[config.mk]
export PLATFORM = sky130hd
export DESIGN_NAME = fetch
export DESIGN_NICKNAME = d
export VERILOG_FILES = /design/src/procPkg.sv /design/src/fetch.sv
export SDC_FILE = /design/constraint.sdc
export NUM_CORES = 2
export LEC_CHECK = 0
export ABC_AREA = 1
export BUFFER_PORTS_ARGS = -buffer_cell sky130_fd_sc_hd__buf_2
export CAP_MARGIN = 25
export CORE_MARGIN = 1.5
export CORE_UTILIZATION = 44
export DETAILED_ROUTE_END_ITERATION = 10
export PLACE_DENSITY_LB_ADDON = 0.3
export SETUP_SLACK_MARGIN = 0.02
export SYNTH_ARGS = -nofsm -noshare
export SYNTH_HDL_FRONTEND = slang
export SYNTH_SLANG_ARGS = --single-unit
export TNS_END_PERCENT = 30
[constraint.sdc]
create_clock -name clk -period 2.15 [get_ports clk]
set_clock_uncertainty 0.1 [all_clocks]
set_input_delay 0.1075 -clock clk [delete_from_list [all_inputs] [get_ports clk]]
set_output_delay 0.1075 -clock clk [all_outputs]
set_load 0.02 [all_outputs]
[src/procPkg.sv]
`default_nettype none

package procPkg;

    localparam int dataW = 16;

    // Stores to this address go to the output port, not to data memory
    localparam logic [dataW-1:0] ioAddr = 16'hFF00;

    typedef enum logic [4:0] {
        opHalt  = 5'b00000,
        opNop   = 5'b00001,
        opJ     = 5'b00100,
        opJr    = 5'b00101,
        opJal   = 5'b00110,
        opAddi  = 5'b01000,
        opSubi  = 5'b01001,
        opXori  = 5'b01010,
        opAndni = 5'b01011,
        opBeqz  = 5'b01100,
        opBnez  = 5'b01101,
        opBltz  = 5'b01110,
        opBgez  = 5'b01111,
        opSt    = 5'b10000,
        opLd    = 5'b10001,
        opSlbi  = 5'b10010,
        opLbi   = 5'b11000,
        opShift = 5'b11010,
        opAlu   = 5'b11011,
        opSeq   = 5'b11100,
        opSlt   = 5'b11101
    } opcodeT;

    typedef enum logic [3:0] {
        aluAdd, aluSub, aluXor, aluAndn,
        aluSll, aluSrl, aluRol, aluRor,
        aluSeq, aluSlt, aluPassB, aluLbiShift
    } aluOpT;

    // Destination field: I-format 1 uses [7:5], R-format [4:2], I-format 2 [10:8]
    typedef enum logic [1:0] {dstI1, dstR, dstRs, dstR7} regDstT;
    typedef enum logic [1:0] {wbAlu, wbMem, wbLink} wbSelT;
    typedef enum logic [1:0] {imm5, imm8, imm11} immSelT;

    typedef struct packed {
        regDstT regDst;
        logic   regWrite;
        logic   aluSrc;
        logic   memRead;
        logic   memWrite;
        wbSelT  wbSel;
        logic   branch;
        logic   jump;
        logic   jumpReg;
        logic   halt;
        immSelT immSel;
        logic   zeroExt;
    } ctrlT;

endpackage

`default_nettype wire

[src/fetch.sv]
`timescale 1ns/10ps
`default_nettype none

module fetch #(
    parameter int imemWords = 256
) (
    input  logic                         clk,
    input  logic                         rst,
    input  logic                         progWe,
    input  logic [$clog2(imemWords)-1:0] progAddr,
    input  logic [procPkg::dataW-1:0]    progData,
    input  logic [procPkg::dataW-1:0]    pc,
    input  logic                         halt,
    input  logic                         errIn,
    output logic [procPkg::dataW-1:0]    instr,
    output logic [procPkg::dataW-1:0]    pcNext,
    output logic                         halted,
    output logic                         err
);
    import procPkg::*;

    localparam int addrW = $clog2(imemWords);

    logic [dataW-1:0] pcQ;
    logic [dataW-1:0] imem [imemWords];
    logic             pcOdd;

    // PC holds while HALT sits at it, so the core stays frozen
    always_ff @(posedge clk) begin
        if (rst) begin
            pcQ <= '0;
        end else if (!halt) begin
            pcQ <= pc;
        end
    end

    // Boot-load port, open only while in reset
    always_ff @(posedge clk) begin
        if (rst && progWe) begin
            imem[progAddr] <= progData;
        end
    end

    assign instr  = imem[pcQ[addrW:1]];
    assign pcNext = pcQ + dataW'(2);
    assign pcOdd  = pcQ[0];

    // Sticky status for the whole core
    always_ff @(posedge clk) begin
        if (rst) begin
            halted <= 1'b0;
            err    <= 1'b0;
        end else begin
            halted <= halted | halt;
            err    <= err | errIn | pcOdd;
        end
    end

endmodule

`default_nettype wire

==> flow_summary.ini <==
[critical_path]
crit_top_cell = nand3_1
cp_cell_sequence = buf_12 > clkinv_16 > buf_16 > buf_12 > clkbuf_16 > buf_12 > nand2_1 > nand3_1 > nand3_1 > nand3_2 > nand3_2 > nand3_1 > nand3_1 > nand2_2 > nand2_2 > nand2_2 > buf_6
crit_buf_inv = 7
critPathRequiredTime_ps = 1940
slowest_delay_ps = 390
cp.arrival_ps = 3730
cp-end-kind = output port
crit_fanout = 9
worst_setup_path_start_kind = flip-flop
crit_slowest_cell = dfxtp_4
crit_type = reg -> out
critPathTopFamily = simple AND/OR/NAND/NOR gates

[sta]
slew_headroom = 0.239
hold_viol = 0
finalSetupViolCount = 43
max_freq_ghz = 0.254
finalMaxSlewViolations = 0
fin_crit_sh = 1.83
fin_ws_ps = -1780
tightest_slew_ps = 1140
hold_slack_ps = 51.0
fin_crit_ps = 3930
rsz0062_at_grt = yes

[global_route]
overflow = 0
antenna_found_initial = 19
grt_use_total = 0.259
grt_pass1_wl_um = 731000
grt_pass1_vias = 105918
grt_max_degree = 89

[flow_run]
max_cap_violations = 0

[detailed_routing]
drcViolationCount = 0
ant_nets = 0
first_iter_violations = 14908
first_pass_iters = 8
route.final.wire_length_um = 509000
via_per_inst = 5.68
vias = 113636
wl_per_cell_um = 25.4

[synth]
synth_edf_count = 4096
ys_seq_area_frac = 0.744
avgSynthCellArea_um2 = 12.1
syn_inst = 13716
synth.cell_area_mm2 = 0.166
syn_nets = 13762
synth-seq-cells = 4122
ys_types = 22
synth_top_area_frac = 0.740
synth_flop_cell = edfxtp_1
synth_common_cells = 4232 x nand2_1, 4096 x edfxtp_1, 4041 x nand3_1
postSynth.asyncResetShare = 0
synth.largest_area_cell = edfxtp_1
yosys.cell_count.top_type = nand2_1
synth_area_leaders = edfxtp_1 74%, nand3_1 12%, nand2_1 9.6%
yosys_warnings = 0

[cells_and_area]
nFillCells = 30598
drive_gt1_frac = 0.158
num-nets-final = 14710
fin_area_mm2 = 0.202
area_growth_pct = 21.3

[placement]
place.gp.congestion = 0.915
post_dp_cell_area_mm2 = 0.183
port_buffers = 78
dpl.hpwl_um = 312000

[pwr]
power_mw = 175
leakagePower_nw = 71.6
ir_worst_vdd_mv = 0.808
p_per_area_mw_per_mm2 = 867

[die]
fp-row-count = 225
start_util = 0.442
pin_count = 79
die_x_um = 617
dieArea_mm2 = 0.381
die_height_um = 617
core_area_mm2 = 0.376

[clock_network]
clock_path_buffers = 4
clockRootBuffer = clkbuf_16
cts_buffers = 413
cts_tree = built
clk_pin_slew_worst_paths_ps = 60
clock-sinks = 4122
clk_latency_ps = 960
cts-htree-levels = 5

[worst_hold_path]
hp-class = in -> reg

[run_status]
violations = setup timing
outcome = finished, violations left
## worst paths after layout
| kind | from | slack, ps | cells past startpoint | to |
|---|---|---|---|---|
| worst max-delay path | flip-flop | -1780 | 17 | instr[2] |
| worst min-delay path | progData[7] | 50 | 2 | imem[161][7]$_DFFE_PP_ |
| worst max register to register | pcQ[3]$_SDFFE_PP0N_ | 340 | 3 | flip-flop |
| worst min register to register | halted$_SDFF_PP0_ | 380 | 2 | halted$_SDFF_PP0_ |
## worst reg2reg max path: cells and delay by family, from the launching register on
family	cells	cell delay, ps
compound gates	1	910
buf+inv	1	130
flops	1	360
simple gates	1	60
## sequential cells by signal, summed over array words and instances, names as in the netlist, named ones only
name / cells
imem: 4096
pcQ: 16
err: 1
halted: 1
## cells by family (layout without fill, tap and decap cells)
logic type,Yosys count,after routing,share of synthesized area
buffers and inverters,990,2276,0.0309
adder cells (fa/ha/maj),1,1,0.0000753
flip-flops,4122,4122,0.744
other,0,9,0
AO/OA/AOI/OAI,19,19,0.000678
AND/OR/NAND/NOR,8572,8572,0.224
XOR/XNOR,12,12,0.000633
## report_power, final
group	internal, mW	switching [mW]	total (mW)
registers	88.4	0.0775	88.5
clock network	39.8	30.7	70.6
logic	5.03	10.5	15.6
total	133	41.3	175
## per-layer routing
metal  GRT usage  part of all wire  vias up
met5           0          0.000084        -
met4      0.0932             0.039        6
met1       0.362              0.40    55941
met2       0.408              0.47     5906
li1            -                 -    50933
met3      0.0429             0.099      850
## final cells by class
type / instances / area, µm² / share of cell area
Antenna cell: 9 / 22.5 / 0.000112
Sequential cell: 4122 / 124000 / 0.613
Inverter: 48 / 251 / 0.00125
Timing Repair inverter: 1 / 11.3 / 0.0000559
Timing Repair Buffer: 1474 / 18700 / 0.0928
Clock inverter: 226 / 2090 / 0.0104
Clock buffer: 527 / 11000 / 0.0545
Tap cell: 4994 / 6250 / 0.0310
Multi-Input combinational cell: 8604 / 39600 / 0.197
## through the flow
| stage | worst slack [ps] | instances | TNS (ps) | util |
|---|---|---|---|---|
| after floorplan | -160 | 13716 | -201330 | - |
| after global placement | -1210 | 19073 | -119670 | 0.487 |
| after detailed placement | -1180 | 19075 | -114220 | 0.488 |
| after CTS | -1830 | 19947 | -47420 | 0.529 |
| after global routing | -1850 | 19999 | -34160 | 0.536 |
| final | -1780 | 20005 | -31990 | 0.536 |
## repair_timing
item / in CTS / in global routing
resized for setup: 231 / 350
buffers inserted: 3 / 24
hold buffers: 96 / 0
endpoints found under the hold margin: 4757 / 0
endpoints found under the setup margin: 27 / 263
pin swaps: 8 / 53
gates cloned: 20 / 26
## cells in the final DEF (no fill, tap or decap), types with 8 or more instances in the layout
cell type      synthesis  layout
dfxtp_4                0       9
clkinv_2               0      78
clkbuf_1             137     103
a21oi_1               12      10
buf_8                  0      27
clkinv_8               0       8
buf_4                160     741
nand3_2                0     257
clkinvlp_4             0      11
inv_1                 42      40
nand2_4                0      14
buf_16                 0      45
clkbuf_16              0     446
buf_6                 19      57
buf_12                 1     437
dlygate4sd3_1          0      95
bufbuf_16              0      12
buf_2                526      35
nand3_4                0      36
dfxtp_1               26      16
nor2_2                 0      33
clkinv_1               2      82
nand2_2                0      42
diode_2                0       9
edfxtp_1            4096    4096
nand2_1             4232    4176
bufinv_16              0      31
nor2_1               293     257
nand3_1             4041    3748
Note: power is estimated with default switching activity, not from simulation.
