File: src/procPkg.sv
`default_nettype none

package procPkg;

    localparam int dataW = 16;

    // Stores to this address go to the output port, not to data memory
    localparam logic [dataW-1:0] ioAddr = 16'hFF00;

    typedef enum logic [4:0] {
        opHalt  = 5'b00000,
        opNop   = 5'b00001,
        opJ     = 5'b00100,
        opJr    = 5'b00101,
        opJal   = 5'b00110,
        opAddi  = 5'b01000,
        opSubi  = 5'b01001,
        opXori  = 5'b01010,
        opAndni = 5'b01011,
        opBeqz  = 5'b01100,
        opBnez  = 5'b01101,
        opBltz  = 5'b01110,
        opBgez  = 5'b01111,
        opSt    = 5'b10000,
        opLd    = 5'b10001,
        opSlbi  = 5'b10010,
        opLbi   = 5'b11000,
        opShift = 5'b11010,
        opAlu   = 5'b11011,
        opSeq   = 5'b11100,
        opSlt   = 5'b11101
    } opcodeT;

    typedef enum logic [3:0] {
        aluAdd, aluSub, aluXor, aluAndn,
        aluSll, aluSrl, aluRol, aluRor,
        aluSeq, aluSlt, aluPassB, aluLbiShift
    } aluOpT;

    // Destination field: I-format 1 uses [7:5], R-format [4:2], I-format 2 [10:8]
    typedef enum logic [1:0] {dstI1, dstR, dstRs, dstR7} regDstT;
    typedef enum logic [1:0] {wbAlu, wbMem, wbLink} wbSelT;
    typedef enum logic [1:0] {imm5, imm8, imm11} immSelT;

    typedef struct packed {
        regDstT regDst;
        logic   regWrite;
        logic   aluSrc;
        logic   memRead;
        logic   memWrite;
        wbSelT  wbSel;
        logic   branch;
        logic   jump;
        logic   jumpReg;
        logic   halt;
        immSelT immSel;
        logic   zeroExt;
    } ctrlT;

endpackage

`default_nettype wire

File: src/pcControl.sv
`timescale 1ns/10ps
`default_nettype none

module pcControl (
    input  logic [procPkg::dataW-1:0] instr,
    input  procPkg::ctrlT             ctrl,
    input  logic [procPkg::dataW-1:0] pcNext,
    input  logic [procPkg::dataW-1:0] immVal,
    input  logic [procPkg::dataW-1:0] readData1,
    input  logic                      zero,
    input  logic                      neg,
    output logic [procPkg::dataW-1:0] pc
);
    import procPkg::*;

    opcodeT           opcode;
    logic             taken;
    logic [dataW-1:0] relTarget;
    logic [dataW-1:0] regTarget;

    assign opcode = opcodeT'(instr[15:11]);

    always_comb begin
        case (opcode)
            opBeqz:  taken = zero;
            opBnez:  taken = ~zero;
            opBltz:  taken = neg;
            opBgez:  taken = ~neg;
            default: taken = 1'b0;
        endcase
    end

    // immVal is already 8 or 11 bits wide per immSel
    assign relTarget = pcNext + immVal;
    assign regTarget = readData1 + immVal;

    always_comb begin
        if (ctrl.jumpReg) begin
            pc = regTarget;
        end else if (ctrl.jump || (ctrl.branch && taken)) begin
            pc = relTarget;
        end else begin
            pc = pcNext;
        end
    end

endmodule

`default_nettype wire

File: config.mk
export PLATFORM = sky130hd
export DESIGN_NAME = pcControl
export DESIGN_NICKNAME = d
export VERILOG_FILES = /design/src/procPkg.sv /design/src/pcControl.sv
export SDC_FILE = /design/constraint.sdc
export NUM_CORES = 1
export LEC_CHECK = 0
export BUFFER_PORTS_ARGS = -buffer_cell sky130_fd_sc_hd__buf_4
export CAP_MARGIN = 20
export CORE_MARGIN = 2
export CORE_UTILIZATION = 40
export DETAILED_ROUTE_END_ITERATION = 16
export PLACE_DENSITY = 0.79
export SLEW_MARGIN = 20
export SYNTH_ARGS = -nofsm -noshare
export SYNTH_HDL_FRONTEND = slang
export SYNTH_SLANG_ARGS = --single-unit
File: constraint.sdc
create_clock -name vclk -period 3.2
set_input_delay 0.64 -clock vclk [all_inputs]
set_output_delay 0.64 -clock vclk [all_outputs]
set_load 0.005 [all_outputs]
==> qor.txt, run 1 <==
routed wire length - 5983 um
Max Freq - 0.3127 GHz
Antenna Nets Post-Route - 0
final setup vio count - 0
register area share after synthesis - 0%
Leak - 0.001285 uW
Slew Viols, Final - 0
fillers - 391
status - complete, no violations
syn_nets - 365
Critical Path Source - immVal[1]
initial core utilization - 41.41%
WL/cell - 15.11 um
port buffer count - 74
Pwr Density - 204.3 nW/um^2
largest net degree at the start of global routing - 32
Final Hold Fails - 0
grt total ovfl - 0
Final HPWL DP - 4698 um
nets - 459
MaxCap Viol Count - 0
1st-iter DRT viols - 109
GRT Resource Usage Total - 21.86%
final worst slack - 0.002043 ns
Slew HR - 75.54%
crit path kind - input port to output port
final instance area - 2780 sq um
via count - 2344
Seq Cell Count - 0
vias per cell - 5.919
min Tclk post-route - 3.198 ns
CTS Hold Bufs - 0
Post-Synthesis Cells - 252
die area - 5060 sq um
crit path capture - pc[13]
CORE AREA - 4354 sq um
# diodes - 0
DR DRC count - 0
RSZ-0062 raised after global routing - yes
Worst Hold Depth - 4
worst slack, placed - -0.1956 ns
crit path DAT - 2.56 ns
storage element area - 0 sq um
first-pass detailed-route iteration total - 4
Die Span X - 71.14 um
Rows - 24
Data required, critical path - 2.56 ns
first-pass GRT wire length - 9321 um
Util after Layout - 63.85%
most frequent cells in the layout - buf_4, a21oi_1, nand2_1, ha_1, nor2_1
Peak VDD IR - 114.6 uV
Chip Height - 71.14 um
initial antenna violation count - 0
Placed Area - 2544 sq um
Syn. warnings - 0
Worst-Margin Slew - 0.3669 ns
Setup crit start kind - input port
hold crit path type - input port to output port
RD Place Congestion - 0.9067
area grow syn2layout - 54.20%
synthesized area - 1803 sq um
Worst Path Max Fanout - 3
io pins - 97
final cycle utilization of the critical path - 99.94%
vias in the first global route - 2239
Avg Cell Area, Syn - 7.155 sq um
share of cells above drive strength 1 - 38.37%
# clk buffers - 0
crit end category - output port
synth unique cells - 48
leading cell type in the layout, fill and taps excluded - buf_4
worst min-delay path by stage:
stage,from,endpoint,slack [ns]
final,pcNext[0],pc[0],1.66
after global routing,pcNext[0],pc[0],1.69
after CTS,pcNext[0],pc[0],1.67
after detailed placement,pcNext[0],pc[0],1.66
after global placement,pcNext[0],pc[0],1.66
after floorplan,pcNext[5],pc[5],1.46
what timing repair did:
action	CTS	global route
setup buffers	2	2
gates cloned	0	0
gates resized for setup	18	18
pin swaps	6	21
endpoints found under the setup margin	8	8
where the power goes:
part / total (uW) / internal [uW] / switching [uW]
clock: 0 / 0 / 0
sequential: 0 / 0 / 0
combinational: 568 / 298 / 270
total: 568 / 298 / 270
critical path: stages:
cell and delay (ns):
buf_4 0.14, ha_4 0.25, a211oi_4 0.26, o21ai_2 0.11, buf_4 0.15, a41o_1 0.27
a21oi_2 0.15, mux2i_1 0.13, nor4_1 0.30, buf_4 0.17
logic make-up (layout without fill, tap and decap cells):
family,Yosys count,after routing,share of synthesized area [%]
AO/OA/AOI/OAI,105,105,38.24
AND/OR/NAND/NOR,71,71,19.85
adder cells (fa/ha/maj),32,32,23.04
XOR/XNOR,21,21,10.20
buffers and inverters,15,107,4.164
multiplexers,8,8,4.511
cell usage after synthesis (3+ instances only):
master	count	area, sq um
o21a_1	4	30.03
clkbuf_1	4	15.01
mux2i_1	7	70.07
o211ai_1	6	45.04
a21o_1	6	45.04
nor4_1	3	18.77
nor2_1	14	52.55
o211a_1	4	40.04
a211oi_2	3	37.54
a31oi_1	4	25.02
nor3_1	3	15.01
a22oi_1	3	22.52
o21ai_1	5	25.02
nor2b_1	6	37.54
o21ai_0	16	80.08
o21bai_1	3	22.52
nand3_1	5	25.02
a211oi_1	3	22.52
xnor2_1	11	96.34
nand2_1	22	82.58
a21oi_1	35	175.2
ha_1	30	375.4
and3_1	3	18.77
inv_1	6	22.52
buf_4	5	37.54
xor2_1	10	87.58
final cells by class:
cell class	count	area (sq um)	area share, %
inverter	6	22.52	0.8101
multi-input combinational	237	1919	69.04
tap	52	65.06	2.340
timing repair buffer	101	773.2	27.81
per-stage QoR:
stage	setup TNS (ns)	power [uW]	hold slack, ns	instances
floorplan	0	300.1	1.458	252
global placement	-0.6521	493.1	1.663	392
detailed placement	-0.7492	502.6	1.665	392
CTS	-0.01749	534.4	1.667	394
global route	-0.06953	617.4	1.693	396
finish	0	568.0	1.660	396
routing by layer:
metal / up-vias / track usage, % / wire [um]
li1: 1152 / - / -
met3: 13 / 1.425 / 328
met2: 99 / 42.37 / 3006
met1: 1080 / 25.54 / 2480
met5: - / 0 / 0
met4: 0 / 6.080 / 168
(Power assumes the default switching activity.)
==> inputs of run 2 (changes only) <==
Settings changed: CELL_PAD_IN_SITES_DETAIL_PLACEMENT from default to 1, CELL_PAD_IN_SITES_GLOBAL_PLACEMENT from default to 2, CORE_UTILIZATION 40 to 24, PLACE_DENSITY 0.79 to default, PLACE_DENSITY_LB_ADDON from default to 0.15.
==> run 2 against run 1 <==
  * The flow now finishes with violations (setup timing)
  * Core utilization shrank 23 points
  * Combinational power up 7.0%
  * First-iteration DRC count fell by 61%
  * Design area rose by 7.8%
  * Hold slack better by 0.0016 ns
  * Flip-flop and latch count stayed put
  * Total power rose by 7.0%
  * Clock-buffer cell count did not move
  * Die area increased by 62%
  * Worst setup slack worse by 0.0024 ns
  * Largest cell class unchanged
==> qor.txt, run 2 (same netlist as run 1, synthesis figures left out) <==
Final HPWL DP - 6202 um (was 4698 um)
storage element area - 0 sq um (unchanged)
routed wire length - 7318 um (was 5983 um)
hold crit path type - input port to output port (unchanged)
Die Span X - 90.68 um (was 71.14 um)
# clk buffers - 0 (unchanged)
busiest grt layer - met2 (unchanged)
# diodes - 0 (unchanged)
met1 Use GR - 20.97% (was 25.54%)
RSZ-0062 raised after global routing - yes (unchanged)
DR DRC count - 0 (unchanged)
grt met3 use - 2.671% (was 1.425%)
max incr delay on CP - 0.35 ns (was 0.30 ns)
die area - 8222 sq um (was 5060 sq um)
Peak VDD IR - 81.96 uV (was 114.6 uV)
vias in the first global route - 2423 (was 2239)
most frequent cells in the layout - buf_4, a21oi_1, nand2_1, ha_1 (was buf_4, a21oi_1, nand2_1, ha_1, nor2_1)
Worst Path Max Fanout - 3 (unchanged)
first-pass detailed-route iteration total - 4 (unchanged)
CTS Hold Bufs - 0 (unchanged)
Leak - 0.001363 uW (was 0.001285 uW)
crit path kind - input port to output port (unchanged)
Placed Area - 2730 sq um (was 2544 sq um)
share of cells above drive strength 1 - 41.94% (was 38.37%)
GRT Resource Usage Total - 17.08% (was 21.86%)
1st-iter DRT viols - 43 (was 109)
Rows - 31 (was 24)
port buffer count - 74 (unchanged)
final setup vio count - 1 (was 0)
Final Hold Fails - 0 (unchanged)
Max Freq - 0.3125 GHz (was 0.3127 GHz)
Seq Cell Count - 0 (unchanged)
Worst-Margin Slew - 0.3364 ns (was 0.3669 ns)
Setup crit start kind - input port (unchanged)
Pwr Density - 202.9 nW/um^2 (was 204.3 nW/um^2)
min Tclk post-route - 3.200 ns (was 3.198 ns)
Worst Hold Depth - 4 (unchanged)
final cycle utilization of the critical path - 100.0% (was 99.94%)
Antenna Nets Post-Route - 0 (unchanged)
leading cell type in the layout, fill and taps excluded - buf_4 (unchanged)
critical path's slowest cell - mux2_1 (was nor4_1)
RD Place Congestion - 0.8064 (was 0.9067)
CP delay by family, top - compound AO/OA/AOI/OAI gates (unchanged)
WL/cell - 15.94 um (was 15.11 um)
violated checks - setup timing
crit end category - output port (unchanged)
GRT met2 Usage - 32.40% (was 42.37%)
final instance area - 2997 sq um (was 2780 sq um)
via count - 2321 (was 2344)
largest net degree at the start of global routing - 32 (unchanged)
CORE AREA - 7253 sq um (was 4354 sq um)
initial core utilization - 24.86% (was 41.41%)
Data required, critical path - 2.56 ns (about the same)
Slew HR - 76.93% (was 75.54%)
final worst slack - -0.0003464 ns (was 0.002043 ns)
worst hold endpoint - pc[0] (unchanged)
first-pass GRT wire length - 11710 um (was 9321 um)
area grow syn2layout - 66.20% (was 54.20%)
io pins - 97 (unchanged)
grt total ovfl - 0 (unchanged)
Slew Viols, Final - 0 (unchanged)
crit path DAT - 2.56 ns (about the same)
Chip Height - 90.68 um (was 71.14 um)
MaxCap Viol Count - 0 (unchanged)
Util after Layout - 41.31% (was 63.85%)
initial antenna violation count - 0 (unchanged)
status - complete, but fails checks (was complete, no violations)
Cell Chain, Critical Path - buf_8 > ha_4 > buf_6 > a211oi_4 > o21ai_2 > a311o_1 > a211oi_2 > mux2_1 > o31a_1 > buf_4 (was buf_4 > ha_4 > a211oi_4 > o21ai_2 > buf_4 > a41o_1 > a21oi_2 > mux2i_1 > nor4_1 > buf_4)
nets - 475 (was 459)
min-delay src - pcNext[0] (unchanged)
Buf/Inv on CP - 3 (unchanged)
vias per cell - 5.057 (was 5.919)
[run 2: changes by cell type in the layout (fill, tap and decap cells not counted), sizes merged]
| cell | previous run | this run |
|---|---|---|
| buf | 101 | 117 |
[run 2: metrics by stage]
stage / power, uW / TNS [ns] / worst slack [ns] / hold WS, ns / instances
2_1_floorplan: 300.1 / 0 / 0.2415 / 1.458 / 252
3_3_place_gp: 548.1 / -0.9780 / -0.1936 / 1.672 / 456
3_5_place_dp: 554.8 / -1.043 / -0.2137 / 1.670 / 456
4_1_cts: 594.4 / -0.01456 / -0.01456 / 1.674 / 457
5_1_grt: 673.8 / -0.2359 / -0.08152 / 1.743 / 459
6_report: 608.1 / -0.0003464 / -0.0003464 / 1.662 / 459
[run 2: layout make-up]
type	count	area [sq um]
fill	904	4257
multi-input combinational	237	1942
timing repair buffer	117	908.4
tap	99	123.9
inverter	6	22.52
[run 2: worst max-delay path by stage]
stage | from | to | slack [ns] | cells past startpoint
after floorplan | immVal[0] | pc[8] | 0.24 | 8
after global placement | immVal[0] | pc[8] | -0.19 | 10
after detailed placement | immVal[0] | pc[15] | -0.21 | 10
after CTS | readData1[4] | pc[15] | -0.01 | 9
after global routing | immVal[3] | pc[15] | -0.08 | 9
final | immVal[0] | pc[15] | -0.0003 | 10
[run 2: routing by layer]
metal,up-vias,routed length [um]
met4,0,45
met5,-,0
met1,1080,3143
li1,1177,-
met2,62,3695
met3,2,432
[run 2: power by group]
part	switching, uW	leakage [uW]	internal (uW)
registers	0	0	0
logic	286	0.00136	322
clock network	0	0	0
total	286	0.00136	322
[run 2: timing repair]
| item | 4_1_cts | 5_1_grt |
|---|---|---|
| buffers inserted | 1 | 2 |
| resized for setup | 27 | 15 |
| setup endpoints to repair | 8 | 10 |
| endpoints found under the hold margin | 0 | 0 |
| pin swaps | 14 | 19 |
