<file path="config.mk">
export PLATFORM = sky130hd
export DESIGN_NAME = execute
export DESIGN_NICKNAME = d
export VERILOG_FILES = /design/src/procPkg.sv /design/src/execute.sv
export SDC_FILE = /design/constraint.sdc
export NUM_CORES = 1
export LEC_CHECK = 0
export ABC_AREA = 1
export BUFFER_PORTS_ARGS = -buffer_cell sky130_fd_sc_hd__buf_2
export CORE_AREA = 3 3 111 113
export DETAILED_ROUTE_END_ITERATION = 8
export DIE_AREA = 0 0 114 116
export PLACE_DENSITY_LB_ADDON = 0.1
export SYNTH_ARGS = -nofsm -noshare
export SYNTH_HDL_FRONTEND = slang
export SYNTH_SLANG_ARGS = --single-unit
</file>
<file path="constraint.sdc">
create_clock -name vclk -period 3.5
set_input_delay 0.175 -clock vclk [all_inputs]
set_output_delay 0.175 -clock vclk [all_outputs]
set_load 0.005 [all_outputs]
</file>
<file path="src/procPkg.sv">
`default_nettype none

package procPkg;

    localparam int dataW = 16;

    // Stores to this address go to the output port, not to data memory
    localparam logic [dataW-1:0] ioAddr = 16'hFF00;

    typedef enum logic [4:0] {
        opHalt  = 5'b00000,
        opNop   = 5'b00001,
        opJ     = 5'b00100,
        opJr    = 5'b00101,
        opJal   = 5'b00110,
        opAddi  = 5'b01000,
        opSubi  = 5'b01001,
        opXori  = 5'b01010,
        opAndni = 5'b01011,
        opBeqz  = 5'b01100,
        opBnez  = 5'b01101,
        opBltz  = 5'b01110,
        opBgez  = 5'b01111,
        opSt    = 5'b10000,
        opLd    = 5'b10001,
        opSlbi  = 5'b10010,
        opLbi   = 5'b11000,
        opShift = 5'b11010,
        opAlu   = 5'b11011,
        opSeq   = 5'b11100,
        opSlt   = 5'b11101
    } opcodeT;

    typedef enum logic [3:0] {
        aluAdd, aluSub, aluXor, aluAndn,
        aluSll, aluSrl, aluRol, aluRor,
        aluSeq, aluSlt, aluPassB, aluLbiShift
    } aluOpT;

    // Destination field: I-format 1 uses [7:5], R-format [4:2], I-format 2 [10:8]
    typedef enum logic [1:0] {dstI1, dstR, dstRs, dstR7} regDstT;
    typedef enum logic [1:0] {wbAlu, wbMem, wbLink} wbSelT;
    typedef enum logic [1:0] {imm5, imm8, imm11} immSelT;

    typedef struct packed {
        regDstT regDst;
        logic   regWrite;
        logic   aluSrc;
        logic   memRead;
        logic   memWrite;
        wbSelT  wbSel;
        logic   branch;
        logic   jump;
        logic   jumpReg;
        logic   halt;
        immSelT immSel;
        logic   zeroExt;
    } ctrlT;

endpackage

`default_nettype wire

</file>
<file path="src/execute.sv">
`timescale 1ns/10ps
`default_nettype none

module execute (
    input  logic [procPkg::dataW-1:0] instr,
    input  procPkg::ctrlT             ctrl,
    input  logic [procPkg::dataW-1:0] readData1,
    input  logic [procPkg::dataW-1:0] readData2,
    input  logic [procPkg::dataW-1:0] immVal,
    output logic [procPkg::dataW-1:0] aluRes,
    output logic                      zero,
    output logic                      neg
);
    import procPkg::*;

    opcodeT             opcode;
    aluOpT              aluOp;
    logic [1:0]         funct;
    logic [dataW-1:0]   opA;
    logic [dataW-1:0]   opB;
    logic [3:0]         shamt;
    logic [2*dataW-1:0] rolTmp;
    logic [2*dataW-1:0] rorTmp;

    assign opcode = opcodeT'(instr[15:11]);
    assign funct  = instr[1:0];
    assign opA    = readData1;
    assign opB    = ctrl.aluSrc ? immVal : readData2;
    assign shamt  = opB[3:0];

    always_comb begin
        case (opcode)
            opAddi, opLd, opSt: aluOp = aluAdd;
            opSubi:             aluOp = aluSub;
            opXori:             aluOp = aluXor;
            opAndni:            aluOp = aluAndn;
            opSeq:              aluOp = aluSeq;
            opSlt:              aluOp = aluSlt;
            opSlbi:             aluOp = aluLbiShift;
            opAlu: begin
                case (funct)
                    2'b00:   aluOp = aluAdd;
                    2'b01:   aluOp = aluSub;
                    2'b10:   aluOp = aluXor;
                    default: aluOp = aluAndn;
                endcase
            end
            opShift: begin
                case (funct)
                    2'b00:   aluOp = aluRol;
                    2'b01:   aluOp = aluSll;
                    2'b10:   aluOp = aluRor;
                    default: aluOp = aluSrl;
                endcase
            end
            default:            aluOp = aluPassB;
        endcase
    end

    // Rotates from a doubled operand
    assign rolTmp = {opA, opA} << shamt;
    assign rorTmp = {opA, opA} >> shamt;

    always_comb begin
        case (aluOp)
            aluAdd:      aluRes = opA + opB;
            // ISA subtracts Rs from the second operand
            aluSub:      aluRes = opB - opA;
            aluXor:      aluRes = opA ^ opB;
            aluAndn:     aluRes = opA & ~opB;
            aluSll:      aluRes = opA << shamt;
            aluSrl:      aluRes = opA >> shamt;
            aluRol:      aluRes = rolTmp[2*dataW-1:dataW];
            aluRor:      aluRes = rorTmp[dataW-1:0];
            aluSeq:      aluRes = dataW'(opA == opB);
            aluSlt:      aluRes = dataW'($signed(opA) < $signed(opB));
            aluLbiShift: aluRes = (opA << 8) | opB;
            default:     aluRes = opB;
        endcase
    end

    // Branch flags look at Rs only
    assign zero = (readData1 == '0);
    assign neg  = readData1[dataW-1];

endmodule

`default_nettype wire

</file>
==> impl_summary.txt, run 1 <==
----------------------------------------------------
[Run status]
  Run status ... finished, final reports clean

[Yosys]
  Average footprint of a synthesized cell ... between 5 and 6 um^2
  Synthesized net count ... 1017
  Number of library cell types mapped by synthesis ... 46
  Area of the mapped netlist ... 4540 um^2
  Synthesized instance count ... 904
  Total of warnings raised by yosys ... 0
  Sequential-to-total area share from yosys stat ... 0%

[Min path]
  Hold Crit Class ... input pin to primary output
  Endpoint of the worst hold-timing path ... neg
  Beginning of the worst hold path ... readData1[15]
  Min-Delay Path Depth ... 2

[Detailed routing]
  Aggregate routed wire length ... between 15 and 20 mm
  Antenna viol nets, final ... 0
  Drt drc ... 0
  Routed wirelength normalized by instance count ... 17.1 um
  First-pass iteration count of the detailed router ... 7
  Detailed-route vias per instance ... 5.40
  Violation count after the first detailed-routing iteration ... 711
  Vias after detailed routing ... between 6000 and 7000

[STA]
  Final number of hold-violating endpoints ... 0
  Period Utilization, post-route ... 95.7%
  Min cycle time layout ... roughly 3.3 ns
  Endpoints failing setup ... 0
  WHS ... 0.616 ns
  Peak clock frequency supported by timing ... ~300 MHz
  Setup TNS Final ... 0 ns
  Least-Margin Pin Slew ... 0.627 ns
  RSZ-0062 raised after global routing ... true
  Post-route worst setup slack ... approximately 0.15 ns
  Final max-slew violation count ... 0
  Max transition margin ... 58.0%

[Global routing]
  Largest net degree at the start of global routing ... 40
  Global-route wire length before repair ... 30.3 mm
  Number of antenna violations at the first check in global routing ... 0
  Number of global-route vias before repair ... 5581
  Total Routing Usage GR ... 28.9%
  Total grt overflow ... 0

[Power and ir drop]
  Fraction of power consumed by sequential logic ... 0%
  Net switching power of the design ... 0.000636 W
  P_int ... 0.000393 W
  Leakage power total ... 3.10 nW
  Portion of total power attributed to the clock network ... 0%
  Portion of total power attributed to combinational logic ... 100.0%
  Net Sw Frac ... about three fifths
  Peak supply drop ... 0.0000937 V
  Total power per unit cell area ... 179 nW/um^2

[Final layout]
  ANT cells ... 0
  Register area ... 0 um^2
  Leading cell types in the layout, fill and taps excluded ... 301 x sky130_fd_sc_hd__nand2_1, 110 x sky130_fd_sc_hd__nand3_1, 78 x sky130_fd_sc_hd__inv_1
  Count of clock-net buffers in the final layout ... 0
  Count of flip-flops and latches ... 0
  Proportion of layout cells with a drive suffix above 1 ... around 24%
  Filler-free cell count of the finished design ... around 1200
  Syn-to-layout area delta ... 26.7%
  Commonest non-fill, non-tap cell in the layout ... sky130_fd_sc_hd__nand2_1
  Total Nets Final ... 1133

[Worst setup path]
  Critical path required time ... 3.32 ns
  Critical-path maximum fanout ... 5
  Crit. End Element ... primary output
  Highest cell delay on the worst timing path ... 0.28 ns
  Critical path class ... input pin to primary output
  Cell at the slowest stage of the critical path ... sky130_fd_sc_hd__xor2_2
  CP Launch Type ... input pin
  Worst path arrival time ... 3.17 ns

[Die]
  Effective utilization at floorplan ... 39.8%
  Die Y-Extent ... between 100 and 150 um
  Floorplan Core Area ... 11400 um^2
  Horizontal die dimension ... 114 um
  Die Footprint ... ~13000 um^2
  Ports ... 97
  Floorplan row count ... 39

[Placement]
  Place WS ... -0.00208 ns
  Count of input and output buffers ... 74
  Number of cells in the design after placement ... 1153
  Final estimated routing congestion in global placement ... 1.01
  Placed wire-length estimate after detailed placement ... 16.3 mm

[Flow run]
  # Max-Cap Violations ... 0

[Clock network]
  Hold bufs inserted after CTS ... 0

----------------------------------------------------
==> layout make-up <==
class / count / area [um^2]
fillers: 1289 / 5660
multi-input cells: 780 / 4250
repair buffers: 148 / 982
inverters: 90 / 345
well taps: 143 / 179
==> power by group through the flow <==
stage                     Sequential [W]  Combinational (W)  Clock [W]
after global routing                   0            0.00115          0
after global placement                 0           0.000956          0
final                                  0            0.00103          0
after floorplan                        0           0.000611          0
after CTS                              0           0.000960          0
after detailed placement               0           0.000954          0
==> synthesized netlist by cell type (6+ instances only) <==
library cell               instances  area (um^2)
sky130_fd_sc_hd__xor2_1           18          158
sky130_fd_sc_hd__inv_2             7         26.3
sky130_fd_sc_hd__o21ai_0          60          300
sky130_fd_sc_hd__nand2_2           6         37.5
sky130_fd_sc_hd__buf_2            14         70.1
sky130_fd_sc_hd__clkbuf_1         11         41.3
sky130_fd_sc_hd__a21oi_1          47          235
sky130_fd_sc_hd__nand2_1         309         1160
sky130_fd_sc_hd__nor2_1           80          300
sky130_fd_sc_hd__o21ai_1          10         50.1
sky130_fd_sc_hd__nand3_1         113          566
sky130_fd_sc_hd__ha_1             33          413
sky130_fd_sc_hd__or2_2            10         62.6
sky130_fd_sc_hd__nor2_4            6         67.6
sky130_fd_sc_hd__nor3_1           15         75.1
sky130_fd_sc_hd__nand4_1          15         93.8
sky130_fd_sc_hd__o211ai_1          8         60.1
sky130_fd_sc_hd__inv_1            82          308
==> logic make-up (layout without fill, tap and decap cells) <==
logic type                 after synthesis  after routing  synth area share [%]
AOI/OAI and AO/OA                      149            149                  18.3
and+or+nand+nor                        576            577                  57.2
buffers and inverters                  125            238                  11.2
xor gates and xnor gates                20             20                  3.85
adders and majority gates               34             34                  9.53
==> metal layers <==
layer  track usage [%]  vias up  part of all wire (%)
met2              45.5      269                    44
met5                 0        -                     0
met4              7.84        0                   3.4
met3              2.98       35                   9.0
met1              41.9     2753                    44
li1                  -     3212                     -
==> worst max-delay path by stage <==
stage	from	end	slack, ns	cells after the start
floorplan	instr[13]	aluRes[13]	0.50	23
global placement	instr[12]	aluRes[9]	0.005	26
detailed placement	instr[12]	aluRes[9]	-0.002	26
CTS	instr[12]	aluRes[12]	0.004	25
global route	instr[14]	aluRes[14]	-0.10	23
finish	instr[14]	aluRes[9]	0.15	27
==> metrics by stage <==
stage                     total power (W)  area (um^2)  utilization [%]
final                             0.00103         5760             50.4
after global routing              0.00115         5760             50.4
after CTS                        0.000960         5450             47.8
after detailed placement         0.000954         5450             47.7
after global placement           0.000956         5450             47.7
after floorplan                  0.000611         4540                -
==> critical path: cells and delay by family <==
kind / cells / cell delay, ns
AND/OR/NAND/NOR: 14 / 1.22
buffers and inverters: 8 / 0.78
XOR/XNOR: 2 / 0.46
adder cells (fa/ha/maj): 1 / 0.27
AO/OA/AOI/OAI: 2 / 0.25
==> what timing repair did <==
action	in CTS	in global routing
resized for setup	1	73
gates cloned	0	1
setup buffers	0	7
pin swaps	0	29
endpoints found under the setup margin	1	10
hold endpoints to repair	0	0
Note: power is estimated with default switching activity, not from simulation.
==> inputs of run 2 (changes only) <==
--- a/config.mk
+++ b/config.mk
@@ -7,9 +7,10 @@
 export LEC_CHECK = 0
 export ABC_AREA = 1
 export BUFFER_PORTS_ARGS = -buffer_cell sky130_fd_sc_hd__buf_2
-export CORE_AREA = 3 3 111 113
+export CORE_AREA = 2 2 110 112
 export DETAILED_ROUTE_END_ITERATION = 8
-export DIE_AREA = 0 0 114 116
+export DIE_AREA = 0 0 112 114
+export MAX_ROUTING_LAYER = met4
 export PLACE_DENSITY_LB_ADDON = 0.1
 export SYNTH_ARGS = -nofsm -noshare
 export SYNTH_HDL_FRONTEND = slang
==> run 2 against run 1 <==
Sequential cell count did not move. Core utilization fell by 1.8 points. Setup slack got worse by 0.0093 ns. Worst hold slack improved by 0.012 ns. First-iteration DRC count fell by 12%. Via count rose by 1.9%. Fmax fell by 0.28%. Die area fell by 3.4%. Sequential share of layout area did not move. Largest cell class unchanged.
==> impl_summary.txt, run 2 (synthesized netlist as in run 1, its figures left out) <==
----------------------------------------------------
[Run status]
  Run status ... finished, final reports clean

[Power and ir drop]
  Leakage power total ... 3.10 nW (about the same)
  Total power per unit cell area ... 179 nW/um^2 (+0.13%)
  Peak supply drop ... 0.0000824 V (-12%)

[Global routing]
  Largest net degree at the start of global routing ... 40 (unchanged)
  Number of global-route vias before repair ... 5806 (+4.0%)
  Number of antenna violations at the first check in global routing ... 0 (unchanged)
  Total grt overflow ... 0 (unchanged)
  Total Routing Usage GR ... 31.7% (+2.8 points)
  Global-route wire length before repair ... 31.2 mm (+3.0%)

[Detailed routing]
  Aggregate routed wire length ... 20.3 mm (+2.4%)
  Vias after detailed routing ... 6389 (+1.9%)
  First-pass iteration count of the detailed router ... 5 (-2)
  Drt drc ... 0 (unchanged)
  Routed wirelength normalized by instance count ... 17.4 um (+1.9%)
  Antenna viol nets, final ... 0 (unchanged)
  Detailed-route vias per instance ... 5.47 (+1.4%)
  Violation count after the first detailed-routing iteration ... 627 (-12%)

[Final layout]
  Count of flip-flops and latches ... 0 (unchanged)
  Final cell area excluding filler cells ... 5700 um^2 (-1.0%)
  Count of clock-net buffers in the final layout ... 0 (unchanged)
  Commonest non-fill, non-tap cell in the layout ... sky130_fd_sc_hd__nand2_1
  Total Nets Final ... 1135 (+0.18%)
  Proportion of layout cells with a drive suffix above 1 ... 22.5% (-1.5 points)
  Filler-free cell count of the finished design ... 1167 (+0.52%)
  Leading cell types in the layout, fill and taps excluded ... 304 x sky130_fd_sc_hd__nand2_1, 110 x sky130_fd_sc_hd__nand3_1, 80 x sky130_fd_sc_hd__inv_1
  Total of fill cells in the finished design ... 1370 (+6.3%)
  Syn-to-layout area delta ... 25.4%
  Register area ... 0 um^2 (unchanged)
  ANT cells ... 0 (unchanged)

[Min path]
  Min-Delay Path Depth ... 2 (unchanged)
  Hold Crit Class ... input pin to primary output

[Worst setup path]
  Critical path class ... input pin to primary output
  Crit. End Element ... primary output
  Critical-path maximum fanout ... 6 (+1)
  Critical path required time ... 3.32 ns (about the same)
  Worst path arrival time ... 3.18 ns (about the same)
  CP Launch Type ... input pin

[Placement]
  Count of input and output buffers ... 74 (unchanged)
  Placed wire-length estimate after detailed placement ... 16.6 mm (+1.7%)
  Number of cells in the design after placement ... 1154 (+0.087%)
  Place WS ... 0.0603 ns (+0.0623 ns)
  Final estimated routing congestion in global placement ... 1.04 (+3.4%)
  Post-place instance area ... 5420 um^2 (-0.55%)

[Die]
  Die Y-Extent ... 114 um (-1.7%)
  Floorplan row count ... 40 (+2.6%)
  Ports ... 97 (unchanged)
  Horizontal die dimension ... 112 um (-1.8%)
  Die Footprint ... 12800 um^2 (-3.4%)
  Effective utilization at floorplan ... 38.8% (-0.99 points)
  Floorplan Core Area ... 11700 um^2 (+2.6%)

[STA]
  WHS ... 0.628 ns (+0.0122 ns)
  Final number of hold-violating endpoints ... 0 (unchanged)
  Final max-slew violation count ... 0 (unchanged)
  Max transition margin ... 49.2% (-8.8 points)
  Endpoints failing setup ... 0 (unchanged)
  Peak clock frequency supported by timing ... 298 MHz (-0.28%)
  Period Utilization, post-route ... 96.0% (+0.27 points)
  Least-Margin Pin Slew ... 0.759 ns (+0.132 ns)
  Post-route worst setup slack ... 0.142 ns (-0.00932 ns)
  Min cycle time layout ... 3.36 ns (+0.00932 ns)
  Setup TNS Final ... 0 ns (unchanged)

[Flow run]
  # Max-Cap Violations ... 0 (unchanged)

[Clock network]
  Hold bufs inserted after CTS ... 0 (unchanged)

----------------------------------------------------
[run 2: final timing paths]
path / startpoint / end / slack [ns]
hold / removal: readData1[15] / neg / 0.63
setup / recovery: instr[15] / aluRes[13] / 0.14
[run 2: repair_timing]
item,4_1_cts,5_1_grt
gates resized for setup,0,57
endpoints found under the setup margin,0,11
buffers inserted,0,13
[run 2: power by group]
part | internal, W | leakage (nW) | switching (W)
logic | 0.000385 | 3.10 | 0.000636
registers | 0 | 0 | 0
clock network | 0 | 0 | 0
total | 0.000385 | 3.10 | 0.000636
[run 2: metrics by stage]
stage	utilization [%]	power (W)
2_1_floorplan	-	0.000611
3_3_place_gp	46.3	0.000953
3_5_place_dp	46.3	0.000952
4_1_cts	46.3	0.000956
5_1_grt	48.7	0.00113
6_report	48.7	0.00102
[run 2: layer usage]
| metal | vias up | GRT usage (%) | wire [um] |
|---|---|---|---|
| met2 | 286 | 52.8 | 9380 |
| met5 | - | - | 0 |
| met4 | 0 | 7.72 | 433 |
| li1 | 3218 | - | - |
| met3 | 29 | 1.70 | 1490 |
| met1 | 2856 | 42.5 | 9020 |
[run 2: cell type report]
type / count / area, um^2 / area share, %
Inverter: 90 / 343 / 6.01
Multi-Input combinational cell: 779 / 4190 / 73.6
Timing Repair Buffer: 151 / 981 / 17.2
Tap cell: 147 / 184 / 3.23
[run 2: critical path: stages]
cell and delay (ns):
sky130_fd_sc_hd__buf_2 0.15, sky130_fd_sc_hd__inv_1 0.12, sky130_fd_sc_hd__nand2_1 0.08, sky130_fd_sc_hd__nor2_1 0.06, sky130_fd_sc_hd__nor2_4 0.10, sky130_fd_sc_hd__nand3_2 0.10, sky130_fd_sc_hd__inv_2 0.09, sky130_fd_sc_hd__nand2_4 0.06
sky130_fd_sc_hd__nor2_4 0.15, sky130_fd_sc_hd__nand2_4 0.11, sky130_fd_sc_hd__buf_6 0.15, sky130_fd_sc_hd__nand2_1 0.06, sky130_fd_sc_hd__xor2_1 0.18, sky130_fd_sc_hd__ha_1 0.29, sky130_fd_sc_hd__a21o_1 0.20, sky130_fd_sc_hd__a21oi_2 0.17
sky130_fd_sc_hd__o211ai_1 0.16, sky130_fd_sc_hd__nand2_1 0.11, sky130_fd_sc_hd__a21oi_1 0.07, sky130_fd_sc_hd__nor3_1 0.19, sky130_fd_sc_hd__buf_4 0.15, sky130_fd_sc_hd__nor2_1 0.04, sky130_fd_sc_hd__a21oi_1 0.11, sky130_fd_sc_hd__buf_2 0.12
